--- config.mk ---
export PLATFORM = sky130hd
export DESIGN_NAME = rv_core
export DESIGN_NICKNAME = d
export VERILOG_FILES = /design/src/rv_core_pkg.sv /design/src/rv_pipe_if.sv /design/src/rv_fetch.sv /design/src/rv_regfile.sv /design/src/rv_decode.sv /design/src/rv_execute.sv /design/src/rv_mem_wb.sv /design/src/rv_core.sv
export SDC_FILE = /design/constraint.sdc
export NUM_CORES = 2
export LEC_CHECK = 0
export BUFFER_PORTS_ARGS = -buffer_cell sky130_fd_sc_hd__buf_4
export CORE_MARGIN = 2
export CORE_UTILIZATION = 55
export CTS_CLUSTER_SIZE = 24
export DETAILED_ROUTE_END_ITERATION = 12
export GPL_TIMING_DRIVEN = 0
export HOLD_SLACK_MARGIN = 0.15
export PLACE_DENSITY = 0.71
export SYNTH_ARGS = -nofsm -noshare
export SYNTH_HDL_FRONTEND = slang
export SYNTH_HIERARCHICAL = 1
export SYNTH_SLANG_ARGS = --single-unit
--- constraint.sdc ---
create_clock -name clk -period 54.6 [get_ports clk]
set_clock_uncertainty 0.2 [all_clocks]
set_input_delay 2.73 -clock clk [delete_from_list [all_inputs] [get_ports clk]]
set_output_delay 2.73 -clock clk [all_outputs]
set_load 0.03 [all_outputs]
--- src/rv_core_pkg.sv ---
/* RV32I core package
   Word and register types, opcode, ALU and forwarding codes */
package rv_core_pkg;

    // ==============================
    // Basic types
    // ==============================
    typedef logic [31:0] word_t;
    typedef logic [4:0]  reg_idx_t;
    typedef logic [3:0]  alu_op_t;
    typedef logic [1:0]  fwd_sel_t;

    // ALU operation selectors
    localparam alu_op_t ALU_ADD = 4'd0;
    localparam alu_op_t ALU_SUB = 4'd1;
    localparam alu_op_t ALU_AND = 4'd2;
    localparam alu_op_t ALU_OR  = 4'd3;
    localparam alu_op_t ALU_XOR = 4'd4;
    localparam alu_op_t ALU_SLT = 4'd5;

    // Operand source in EX
    localparam fwd_sel_t FWD_REG = 2'd0;
    localparam fwd_sel_t FWD_MEM = 2'd1;
    localparam fwd_sel_t FWD_WB  = 2'd2;

    // ==============================
    // Opcodes of the supported subset
    // ==============================
    localparam logic [6:0] OP_R      = 7'b0110011;
    localparam logic [6:0] OP_I      = 7'b0010011;
    localparam logic [6:0] OP_LUI    = 7'b0110111;
    localparam logic [6:0] OP_LOAD   = 7'b0000011;
    localparam logic [6:0] OP_STORE  = 7'b0100011;
    localparam logic [6:0] OP_BRANCH = 7'b1100011;
    localparam logic [6:0] OP_JAL    = 7'b1101111;

    // Branch conditions
    localparam logic [2:0] F3_BEQ = 3'b000;
    localparam logic [2:0] F3_BNE = 3'b001;
    localparam logic [2:0] F3_BLT = 3'b100;

    // ADDI x0, x0, 0
    localparam word_t NOP_INSTR = 32'h0000_0013;

endpackage

--- src/rv_pipe_if.sv ---
/* Pipeline stage-boundary bundles, ID/EX and EX/MEM */
interface id_ex_if import rv_core_pkg::*; ();
    // Payload
    word_t      pc;
    word_t      rs1_val;
    word_t      rs2_val;
    word_t      imm;
    reg_idx_t   rs1;
    reg_idx_t   rs2;
    reg_idx_t   rd;
    alu_op_t    alu_op;
    logic [2:0] funct3;
    // Control bits, cleared for a bubble
    logic       use_imm;
    logic       zero_a;
    logic       regwrite;
    logic       memread;
    logic       memwrite;
    logic       branch;
    logic       jump;

    modport decode (
        output pc, rs1_val, rs2_val, imm, rs1, rs2, rd, alu_op, funct3,
        output use_imm, zero_a, regwrite, memread, memwrite, branch, jump
    );
    modport execute (
        input pc, rs1_val, rs2_val, imm, rs1, rs2, rd, alu_op, funct3,
        input use_imm, zero_a, regwrite, memread, memwrite, branch, jump
    );
endinterface

interface ex_mem_if import rv_core_pkg::*; ();
    word_t    alu_result;
    word_t    store_data;
    word_t    link_pc;
    reg_idx_t rd;
    logic     regwrite;
    logic     memread;
    logic     memwrite;
    logic     jump;

    modport execute (
        output alu_result, store_data, link_pc, rd,
        output regwrite, memread, memwrite, jump
    );
    // Store side is taken straight off the bundle by the top level
    modport mem_wb (
        input alu_result, link_pc, rd, regwrite, memread, jump
    );
endinterface

--- src/rv_fetch.sv ---
/* Fetch stage
   Program counter with stall and redirect, plus the IF/ID register */
module rv_fetch import rv_core_pkg::*; #(
    parameter word_t RESET_PC = '0
) (
    input  logic  clk,
    input  logic  rst,
    input  logic  stall,
    input  logic  redirect,
    input  word_t redirect_pc,
    output word_t imem_addr,
    input  word_t imem_rdata,
    output word_t instr,
    output word_t instr_pc
);

    word_t pc;

    assign imem_addr = pc;

    // Redirect takes priority over a load-use hold
    always_ff @(posedge clk or posedge rst) begin
        if (rst) begin
            pc       <= RESET_PC;
            instr    <= NOP_INSTR;
            instr_pc <= RESET_PC;
        end else if (redirect) begin
            pc    <= redirect_pc;
            // Squash the wrong-path fetch
            instr <= NOP_INSTR;
        end else if (!stall) begin
            pc       <= pc + 32'd4;
            instr    <= imem_rdata;
            instr_pc <= pc;
        end
    end

endmodule

--- src/rv_regfile.sv ---
/* Integer register file, 32 x 32, x0 tied to zero, write-first reads */
module rv_regfile import rv_core_pkg::*; (
    input  logic     clk,
    input  logic     rst,
    input  reg_idx_t rs1,
    input  reg_idx_t rs2,
    output word_t    rs1_val,
    output word_t    rs2_val,
    input  logic     wb_en,
    input  reg_idx_t wb_rd,
    input  word_t    wb_data
);

    word_t regs [32];
    logic  wr_active;

    // Writes to x0 are dropped
    assign wr_active = wb_en && (wb_rd != '0);

    always_ff @(posedge clk or posedge rst) begin
        if (rst) begin
            for (int i = 0; i < 32; i++) begin
                regs[i] <= '0;
            end
        end else if (wr_active) begin
            regs[wb_rd] <= wb_data;
        end
    end

    // Bypass covers a producer three slots ahead
    assign rs1_val = (rs1 == '0) ? '0 :
                     (wr_active && wb_rd == rs1) ? wb_data : regs[rs1];
    assign rs2_val = (rs2 == '0) ? '0 :
                     (wr_active && wb_rd == rs2) ? wb_data : regs[rs2];

endmodule

--- src/rv_decode.sv ---
/* Decode stage
   Control and immediate generation, load-use detection, ID/EX register */
module rv_decode import rv_core_pkg::*; (
    input  logic     clk,
    input  logic     rst,
    input  word_t    instr,
    input  word_t    instr_pc,
    input  logic     redirect,
    input  logic     wb_en,
    input  reg_idx_t wb_rd,
    input  word_t    wb_data,
    output logic     stall,
    id_ex_if.decode  id_ex
);

    logic [6:0] opcode;
    logic [2:0] funct3;
    logic       funct7_b5;
    reg_idx_t   rs1;
    reg_idx_t   rs2;
    reg_idx_t   rd;
    word_t      rs1_val;
    word_t      rs2_val;
    word_t      imm;
    alu_op_t    arith_op;
    logic       arith_ok;
    alu_op_t    alu_op;
    logic       use_imm;
    logic       zero_a;
    logic       regwrite;
    logic       memread;
    logic       memwrite;
    logic       branch;
    logic       jump;
    logic       bubble;

    // ==============================
    // Field split
    // ==============================
    assign opcode    = instr[6:0];
    assign rd        = instr[11:7];
    assign funct3    = instr[14:12];
    assign rs1       = instr[19:15];
    assign rs2       = instr[24:20];
    assign funct7_b5 = instr[30];

    rv_regfile i_rv_regfile (
        .clk     (clk),
        .rst     (rst),
        .rs1     (rs1),
        .rs2     (rs2),
        .rs1_val (rs1_val),
        .rs2_val (rs2_val),
        .wb_en   (wb_en),
        .wb_rd   (wb_rd),
        .wb_data (wb_data)
    );

    // Arithmetic funct3 shared by R and I forms
    always_comb begin
        arith_ok = 1'b1;
        case (funct3)
            3'b000:  arith_op = (opcode == OP_R && funct7_b5) ? ALU_SUB : ALU_ADD;
            3'b010:  arith_op = ALU_SLT;
            3'b100:  arith_op = ALU_XOR;
            3'b110:  arith_op = ALU_OR;
            3'b111:  arith_op = ALU_AND;
            default: begin
                // Shifts and SLTU are not supported
                arith_op = ALU_ADD;
                arith_ok = 1'b0;
            end
        endcase
    end

    // ==============================
    // Control and immediate
    // ==============================
    always_comb begin
        alu_op   = ALU_ADD;
        imm      = '0;
        use_imm  = 1'b0;
        zero_a   = 1'b0;
        regwrite = 1'b0;
        memread  = 1'b0;
        memwrite = 1'b0;
        branch   = 1'b0;
        jump     = 1'b0;
        case (opcode)
            OP_R: begin
                alu_op   = arith_op;
                regwrite = arith_ok;
            end
            OP_I: begin
                alu_op   = arith_op;
                imm      = {{20{instr[31]}}, instr[31:20]};
                use_imm  = 1'b1;
                regwrite = arith_ok;
            end
            OP_LUI: begin
                // Zero plus upper immediate
                imm      = {instr[31:12], 12'b0};
                use_imm  = 1'b1;
                zero_a   = 1'b1;
                regwrite = 1'b1;
            end
            OP_LOAD: begin
                imm      = {{20{instr[31]}}, instr[31:20]};
                use_imm  = 1'b1;
                memread  = (funct3 == 3'b010);
                regwrite = (funct3 == 3'b010);
            end
            OP_STORE: begin
                imm      = {{20{instr[31]}}, instr[31:25], instr[11:7]};
                use_imm  = 1'b1;
                memwrite = (funct3 == 3'b010);
            end
            OP_BRANCH: begin
                imm    = {{19{instr[31]}}, instr[31], instr[7], instr[30:25],
                          instr[11:8], 1'b0};
                branch = (funct3 == F3_BEQ) || (funct3 == F3_BNE) || (funct3 == F3_BLT);
            end
            OP_JAL: begin
                imm      = {{11{instr[31]}}, instr[31], instr[19:12], instr[20],
                            instr[30:21], 1'b0};
                jump     = 1'b1;
                regwrite = 1'b1;
            end
            // Anything else stays a bubble
            default: ;
        endcase
    end

    // Load in EX feeding this instruction, hold for one slot
    assign stall = id_ex.memread && (id_ex.rd != '0) &&
                   ((id_ex.rd == rs1) || (id_ex.rd == rs2));

    assign bubble = redirect || stall;

    // ==============================
    // ID/EX register
    // ==============================
    always_ff @(posedge clk or posedge rst) begin
        if (rst) begin
            id_ex.use_imm  <= 1'b0;
            id_ex.zero_a   <= 1'b0;
            id_ex.regwrite <= 1'b0;
            id_ex.memread  <= 1'b0;
            id_ex.memwrite <= 1'b0;
            id_ex.branch   <= 1'b0;
            id_ex.jump     <= 1'b0;
        end else begin
            id_ex.use_imm  <= use_imm && !bubble;
            id_ex.zero_a   <= zero_a && !bubble;
            id_ex.regwrite <= regwrite && !bubble;
            id_ex.memread  <= memread && !bubble;
            id_ex.memwrite <= memwrite && !bubble;
            id_ex.branch   <= branch && !bubble;
            id_ex.jump     <= jump && !bubble;
        end
    end

    // Payload follows every cycle
    always_ff @(posedge clk) begin
        id_ex.pc      <= instr_pc;
        id_ex.rs1_val <= rs1_val;
        id_ex.rs2_val <= rs2_val;
        id_ex.imm     <= imm;
        id_ex.rs1     <= rs1;
        id_ex.rs2     <= rs2;
        id_ex.rd      <= rd;
        id_ex.alu_op  <= alu_op;
        id_ex.funct3  <= funct3;
    end

endmodule

--- src/rv_execute.sv ---
/* Execute stage
   Operand forwarding, ALU, branch resolution and the EX/MEM register */
module rv_execute import rv_core_pkg::*; (
    input  logic     clk,
    input  logic     rst,
    id_ex_if.execute  id_ex,
    ex_mem_if.execute ex_mem,
    input  logic     wb_en,
    input  reg_idx_t wb_rd,
    input  word_t    wb_data,
    output logic     redirect,
    output word_t    redirect_pc
);

    fwd_sel_t fwd_a;
    fwd_sel_t fwd_b;
    word_t    mem_val;
    word_t    rs1_fwd;
    word_t    rs2_fwd;
    word_t    op_a;
    word_t    op_b;
    word_t    alu_res;
    logic     rs_eq;
    logic     rs_lt;
    logic     taken;

    // Youngest producer wins, x0 never forwards
    function automatic fwd_sel_t fwd_pick(reg_idx_t rs);
        fwd_sel_t sel;
        sel = FWD_REG;
        if (ex_mem.regwrite && ex_mem.rd != '0 && ex_mem.rd == rs) begin
            sel = FWD_MEM;
        end else if (wb_en && wb_rd != '0 && wb_rd == rs) begin
            sel = FWD_WB;
        end
        return sel;
    endfunction

    // ==============================
    // Forwarding
    // ==============================
    assign fwd_a = fwd_pick(id_ex.rs1);
    assign fwd_b = fwd_pick(id_ex.rs2);

    // JAL in MEM hands over its link address
    assign mem_val = ex_mem.jump ? ex_mem.link_pc : ex_mem.alu_result;

    always_comb begin
        case (fwd_a)
            FWD_MEM: rs1_fwd = mem_val;
            FWD_WB:  rs1_fwd = wb_data;
            default: rs1_fwd = id_ex.rs1_val;
        endcase
        case (fwd_b)
            FWD_MEM: rs2_fwd = mem_val;
            FWD_WB:  rs2_fwd = wb_data;
            default: rs2_fwd = id_ex.rs2_val;
        endcase
    end

    // LUI adds to zero
    assign op_a = id_ex.zero_a ? '0 : rs1_fwd;
    assign op_b = id_ex.use_imm ? id_ex.imm : rs2_fwd;

    // ==============================
    // ALU
    // ==============================
    always_comb begin
        case (id_ex.alu_op)
            ALU_SUB: alu_res = op_a - op_b;
            ALU_AND: alu_res = op_a & op_b;
            ALU_OR:  alu_res = op_a | op_b;
            ALU_XOR: alu_res = op_a ^ op_b;
            ALU_SLT: alu_res = {31'b0, $signed(op_a) < $signed(op_b)};
            default: alu_res = op_a + op_b;
        endcase
    end

    // Branch compare on forwarded registers
    assign rs_eq = (rs1_fwd == rs2_fwd);
    assign rs_lt = $signed(rs1_fwd) < $signed(rs2_fwd);

    always_comb begin
        case (id_ex.funct3)
            F3_BEQ:  taken = rs_eq;
            F3_BNE:  taken = !rs_eq;
            F3_BLT:  taken = rs_lt;
            default: taken = 1'b0;
        endcase
    end

    // Flushes IF/ID and the next ID/EX load
    assign redirect    = (id_ex.branch && taken) || id_ex.jump;
    assign redirect_pc = id_ex.pc + id_ex.imm;

    // ==============================
    // EX/MEM register
    // ==============================
    always_ff @(posedge clk or posedge rst) begin
        if (rst) begin
            ex_mem.regwrite <= 1'b0;
            ex_mem.memread  <= 1'b0;
            ex_mem.memwrite <= 1'b0;
            ex_mem.jump     <= 1'b0;
        end else begin
            ex_mem.regwrite <= id_ex.regwrite;
            ex_mem.memread  <= id_ex.memread;
            ex_mem.memwrite <= id_ex.memwrite;
            ex_mem.jump     <= id_ex.jump;
        end
    end

    always_ff @(posedge clk) begin
        ex_mem.alu_result <= alu_res;
        ex_mem.store_data <= rs2_fwd;
        ex_mem.link_pc    <= id_ex.pc + 32'd4;
        ex_mem.rd         <= id_ex.rd;
    end

endmodule

--- src/rv_mem_wb.sv ---
/* Memory-to-writeback register and writeback source select */
module rv_mem_wb import rv_core_pkg::*; (
    input  logic     clk,
    input  logic     rst,
    ex_mem_if.mem_wb ex_mem,
    input  word_t    dmem_rdata,
    output logic     wb_en,
    output reg_idx_t wb_rd,
    output word_t    wb_data
);

    logic  wb_load;
    logic  wb_jump;
    word_t wb_alu;
    word_t wb_mem;
    word_t wb_link;

    always_ff @(posedge clk or posedge rst) begin
        if (rst) begin
            wb_en   <= 1'b0;
            wb_load <= 1'b0;
            wb_jump <= 1'b0;
        end else begin
            wb_en   <= ex_mem.regwrite;
            wb_load <= ex_mem.memread;
            wb_jump <= ex_mem.jump;
        end
    end

    // Load data answers in the MEM cycle
    always_ff @(posedge clk) begin
        wb_rd   <= ex_mem.rd;
        wb_alu  <= ex_mem.alu_result;
        wb_mem  <= dmem_rdata;
        wb_link <= ex_mem.link_pc;
    end

    // Link, then load data, then ALU
    assign wb_data = wb_jump ? wb_link : (wb_load ? wb_mem : wb_alu);

endmodule

--- src/rv_core.sv ---
/* RV32I five-stage pipeline top
   Connects the stages to the instruction and data memory ports */
module rv_core import rv_core_pkg::*; #(
    parameter word_t RESET_PC = '0
) (
    input  logic  clk,
    input  logic  rst,
    output word_t imem_addr,
    input  word_t imem_rdata,
    output word_t dmem_addr,
    output word_t dmem_wdata,
    output logic  dmem_valid,
    output logic  dmem_we,
    input  word_t dmem_rdata
);

    word_t    instr;
    word_t    instr_pc;
    logic     stall;
    logic     redirect;
    word_t    redirect_pc;
    logic     wb_en;
    reg_idx_t wb_rd;
    word_t    wb_data;

    id_ex_if  id_ex ();
    ex_mem_if ex_mem ();

    rv_fetch #(
        .RESET_PC (RESET_PC)
    ) i_rv_fetch (
        .clk         (clk),
        .rst         (rst),
        .stall       (stall),
        .redirect    (redirect),
        .redirect_pc (redirect_pc),
        .imem_addr   (imem_addr),
        .imem_rdata  (imem_rdata),
        .instr       (instr),
        .instr_pc    (instr_pc)
    );

    rv_decode i_rv_decode (
        .clk      (clk),
        .rst      (rst),
        .instr    (instr),
        .instr_pc (instr_pc),
        .redirect (redirect),
        .wb_en    (wb_en),
        .wb_rd    (wb_rd),
        .wb_data  (wb_data),
        .stall    (stall),
        .id_ex    (id_ex.decode)
    );

    rv_execute i_rv_execute (
        .clk         (clk),
        .rst         (rst),
        .id_ex       (id_ex.execute),
        .ex_mem      (ex_mem.execute),
        .wb_en       (wb_en),
        .wb_rd       (wb_rd),
        .wb_data     (wb_data),
        .redirect    (redirect),
        .redirect_pc (redirect_pc)
    );

    rv_mem_wb i_rv_mem_wb (
        .clk        (clk),
        .rst        (rst),
        .ex_mem     (ex_mem.mem_wb),
        .dmem_rdata (dmem_rdata),
        .wb_en      (wb_en),
        .wb_rd      (wb_rd),
        .wb_data    (wb_data)
    );

    // Data port driven straight from the MEM stage
    assign dmem_addr  = ex_mem.alu_result;
    assign dmem_wdata = ex_mem.store_data;
    assign dmem_valid = ex_mem.memread || ex_mem.memwrite;
    assign dmem_we    = ex_mem.memwrite;

endmodule

==> impl_metrics.toml <==
[detailed_routing]
drc_errors = 0
vias_per_cell = 7.453
drt-initial-drc-count = 11690
wl_mm = 383.3
ant_nets = 1
wire_per_inst_um = 43.00
num_vias = 66430
firstDrtPassIters = 7

[sta]
worstMarginPinSlew_ns = 1.854
slew_headroom = -0.2361
finalCritPeriodShare = 0.1445
hold_viol = 0
setup_violations = 0
max_freq_ghz = 0.1267
min_period_ns = 7.891
tns_ns = 0
slew_violations = 266
rsz0062_at_grt = "false"

[status]
violations = "antenna violations, max-capacitance violations, max-slew violations"
status = "finished, violations left"

[cts]
numCtsBuffers = 161
post_cts_resized = 0
clock_latency_ns = 0.82
numClockSinks = 1485
ctsHoldBuffers = 1
cts_tree = "built"
cts-root-buf = "clkbuf_16"
cts_buffer_depth = 3
h-tree-depth = 4
clk_pin_slew_worst_paths_ns = 0.07
post_cts_buffers = 0

[final_layout]
largest_reg_flops = 1024
drive_gt1_frac = 0.2997
synthToLayoutAreaGrowth_pct = 12.20
fin_area_um2 = 88460
final_nets = 7075
top_register = "i_rv_decode/i_rv_regfile/regs"
nFillCells = 11430
fin_util = 0.6233

[critical_path]
crit_arrival_ns = 8.42
r2r_setup_slack_ns = 46.71
crit_type = "flip-flop to flip-flop"
crit_required_ns = 55.13
crit_path_start_kind = "flip-flop"
end_kind = "flip-flop"
cp_max_fo = 11

[placement]
place.gp.congestion = 1.114
io_buffers = 163
dp_hpwl_mm = 268.9
postPlaceCellArea_um2 = 82790

[die]
placementRows = 138
die_y_um = 382.6
start_util = 0.5555
pin_count = 164
die_x_um = 382.6
dieArea_um2 = 146400
core_um2 = 141900

[synth]
yosys.area.top_type = "dfrtp_1"
ys_dominant_reg_cell = "dfrtp_1"
synthArstFlopShare = 0.7636
synth_fa_ha_area_frac = 0.02631
synth_compound_area_frac = 0.09259
synth.top_cell.area_share = 0.3590
synth.area.mux_share = 0.3169
synthSimpleGateAreaFrac = 0.06056
synth_top_family_by_area = "multiplexers"
synthXorXnorAreaFrac = 0.01278
syn-instance-count = 6505
synth_area_per_cell_um2 = 12.12
synthDistinctLibCells = 113
synth_edf_count = 0
ys_seq_area_frac = 0.4491
synth_area_leaders = "dfrtp_1 (36%), mux2_2 (15%), mux4_2 (9.3%)"
synth_nets = 6735
syn_area_um2 = 78840
ys_warn_count = 6
ys_seq_elements = 1485

[pwr]
power_leakage_nw = 40.49
power_density_nw_per_um2 = 33.21
max-vdd-ir-drop_mv = 0.04139

[job]
cap_viol_max_count = 26

[global_routing]
grt_max_degree = 131
gr-total-overflow = 0
antenna_found_initial = 47
grt_pass1_vias = 61280
grt_pass1_wl_mm = 509.2
grt_usage = 0.5134

[hold_path]
hold_class = "flip-flop to flip-flop"
per-layer routing:
layer | up-vias | routed length (um) | track usage
li1 | 24880 | - | -
met1 | 33680 | 137500 | 0.6439
met2 | 6063 | 147400 | 0.6668
met3 | 1767 | 64520 | 0.2833
met4 | 38 | 32980 | 0.3451
met5 | - | 801 | 0.02579
path summary, 6_finish.rpt:
kind,startpoint,end,depth (start not counted)
max,i_rv_mem_wb/wb_rd[2]$_DFF_P_,i_rv_fetch/imem_addr[13]$_DFFE_PP0N_,21
min,i_rv_execute/ex_mem.link_pc[14]$_DFF_P_,i_rv_mem_wb/wb_link[14]$_DFF_P_,0
max reg2reg,i_rv_mem_wb/wb_rd[2]$_DFF_P_,i_rv_fetch/imem_addr[13]$_DFFE_PP0N_,21
min reg2reg,i_rv_execute/ex_mem.link_pc[14]$_DFF_P_,i_rv_mem_wb/wb_link[14]$_DFF_P_,0
max in group asynchronous,rst,i_rv_decode/i_rv_regfile/regs[755]$_DFFE_PP0P_,6
min in group asynchronous,rst,i_rv_execute/ex_mem.regwrite$_DFF_PP0_,2
cells by family (layout without fill, tap and decap cells):
logic type,Yosys count,in the layout
xor+xnor,115,115
fa+ha+maj,164,164
flops,1485,1485
other cells,1,51
compound gates,1074,1074
simple gates,989,989
buf+inv,721,1190
mux,1956,1956
layout make-up:
cell class                 instances  area [um2]  share of cell area
tap                             1890        2365             0.02673
buffer                           569        2758             0.03117
antenna                           50       125.1            0.001414
timing repair buffer             177        1540             0.01741
multi-input combinational       4299       40160              0.4541
inverter                         152       580.6            0.006563
clock buffer                     233        4850             0.05482
clock inverter                    59       668.1            0.007553
sequential                      1485       35410              0.4003
power breakdown:
part / switching, mW / internal [mW] / total (mW) / leakage [nW]
Clock: 0.481 / 0.662 / 1.14 / 2.71
Combinational: 0.406 / 0.163 / 0.569 / 19.2
Sequential: 0.0630 / 1.16 / 1.23 / 18.6
synth_stat cells (35+ instances only):
cell type     n
nor3_1       92
a21o_1       58
mux2_2     1049
a21oi_1     212
nand2_1     306
ha_1        161
a22o_1       43
o22ai_1      35
xnor2_1      75
nand3_1      60
o21ai_0     233
dfxtp_1     351
a22oi_1      69
nor2_1      259
a211oi_1     36
buf_4        52
inv_1       150
nor2b_1      58
buf_1        65
buf_2        96
xor2_1       40
o21ai_1      35
a221oi_1     79
clkbuf_1    324
dfrtp_1    1131
mux4_2      327
mux2i_1     579
o211ai_1     58
cells in the final DEF (no fill, tap or decap), types with 25 or more instances in the layout:
| cell type | count |
|---|---|
| nand2_1 | 306 |
| nor2_1 | 257 |
| buf_2 | 101 |
| clkbuf_2 | 28 |
| mux2i_1 | 579 |
| a21oi_1 | 212 |
| a31oi_1 | 25 |
| o22ai_1 | 35 |
| buf_4 | 215 |
| xnor2_1 | 75 |
| o21ai_1 | 35 |
| nand2b_1 | 32 |
| dfxtp_1 | 351 |
| ha_1 | 161 |
| xor2_1 | 40 |
| nand4_1 | 26 |
| a22o_1 | 43 |
| a221oi_1 | 79 |
| a21o_1 | 58 |
| nand3_1 | 60 |
| mux2_2 | 1049 |
| diode_2 | 50 |
| inv_1 | 148 |
| o211ai_1 | 58 |
| clkbuf_1 | 326 |
| a2111oi_0 | 28 |
| nor2b_1 | 58 |
| o21ai_0 | 232 |
| buf_1 | 58 |
| dfrtp_1 | 1131 |
| clkbuf_16 | 169 |
| a211oi_1 | 36 |
| nor3_1 | 91 |
| a22oi_1 | 69 |
| buf_6 | 25 |
| clkbuf_8 | 38 |
| mux4_2 | 327 |
per-stage QoR:
step	cells	power, mW	setup slack (ns)	hold slack [ns]
3_5_place_dp	8570	1.772	47.04	0.1353
4_1_cts	8863	2.898	47.01	0.1507
3_3_place_gp	8558	1.765	11.18	0.1306
5_1_grt	8867	2.989	46.43	0.1563
6_report	8914	2.938	46.71	0.1508
2_1_floorplan	6505	1.516	22.85	0.1257
worst max-delay path: stages (launching register included):
cell      delay (ns)
dfxtp_1         0.65
or4_1           0.20
o21ai_0         0.10
nor4_1          1.02
buf_2           0.56
mux2i_1         0.24
a21oi_1         0.54
ha_1            0.34
nor2b_1         0.14
o21a_1          0.16
o21a_1          0.16
o21bai_1        0.13
a21oi_1         0.12
or4_1           0.49
o22ai_1         0.18
a311o_1         0.45
a31o_2          0.43
clkbuf_1        0.45
clkbuf_1        0.44
clkbuf_1        0.52
nand2_1         0.19
nand3_1         0.11
Power figures use the tool's default switching activity.
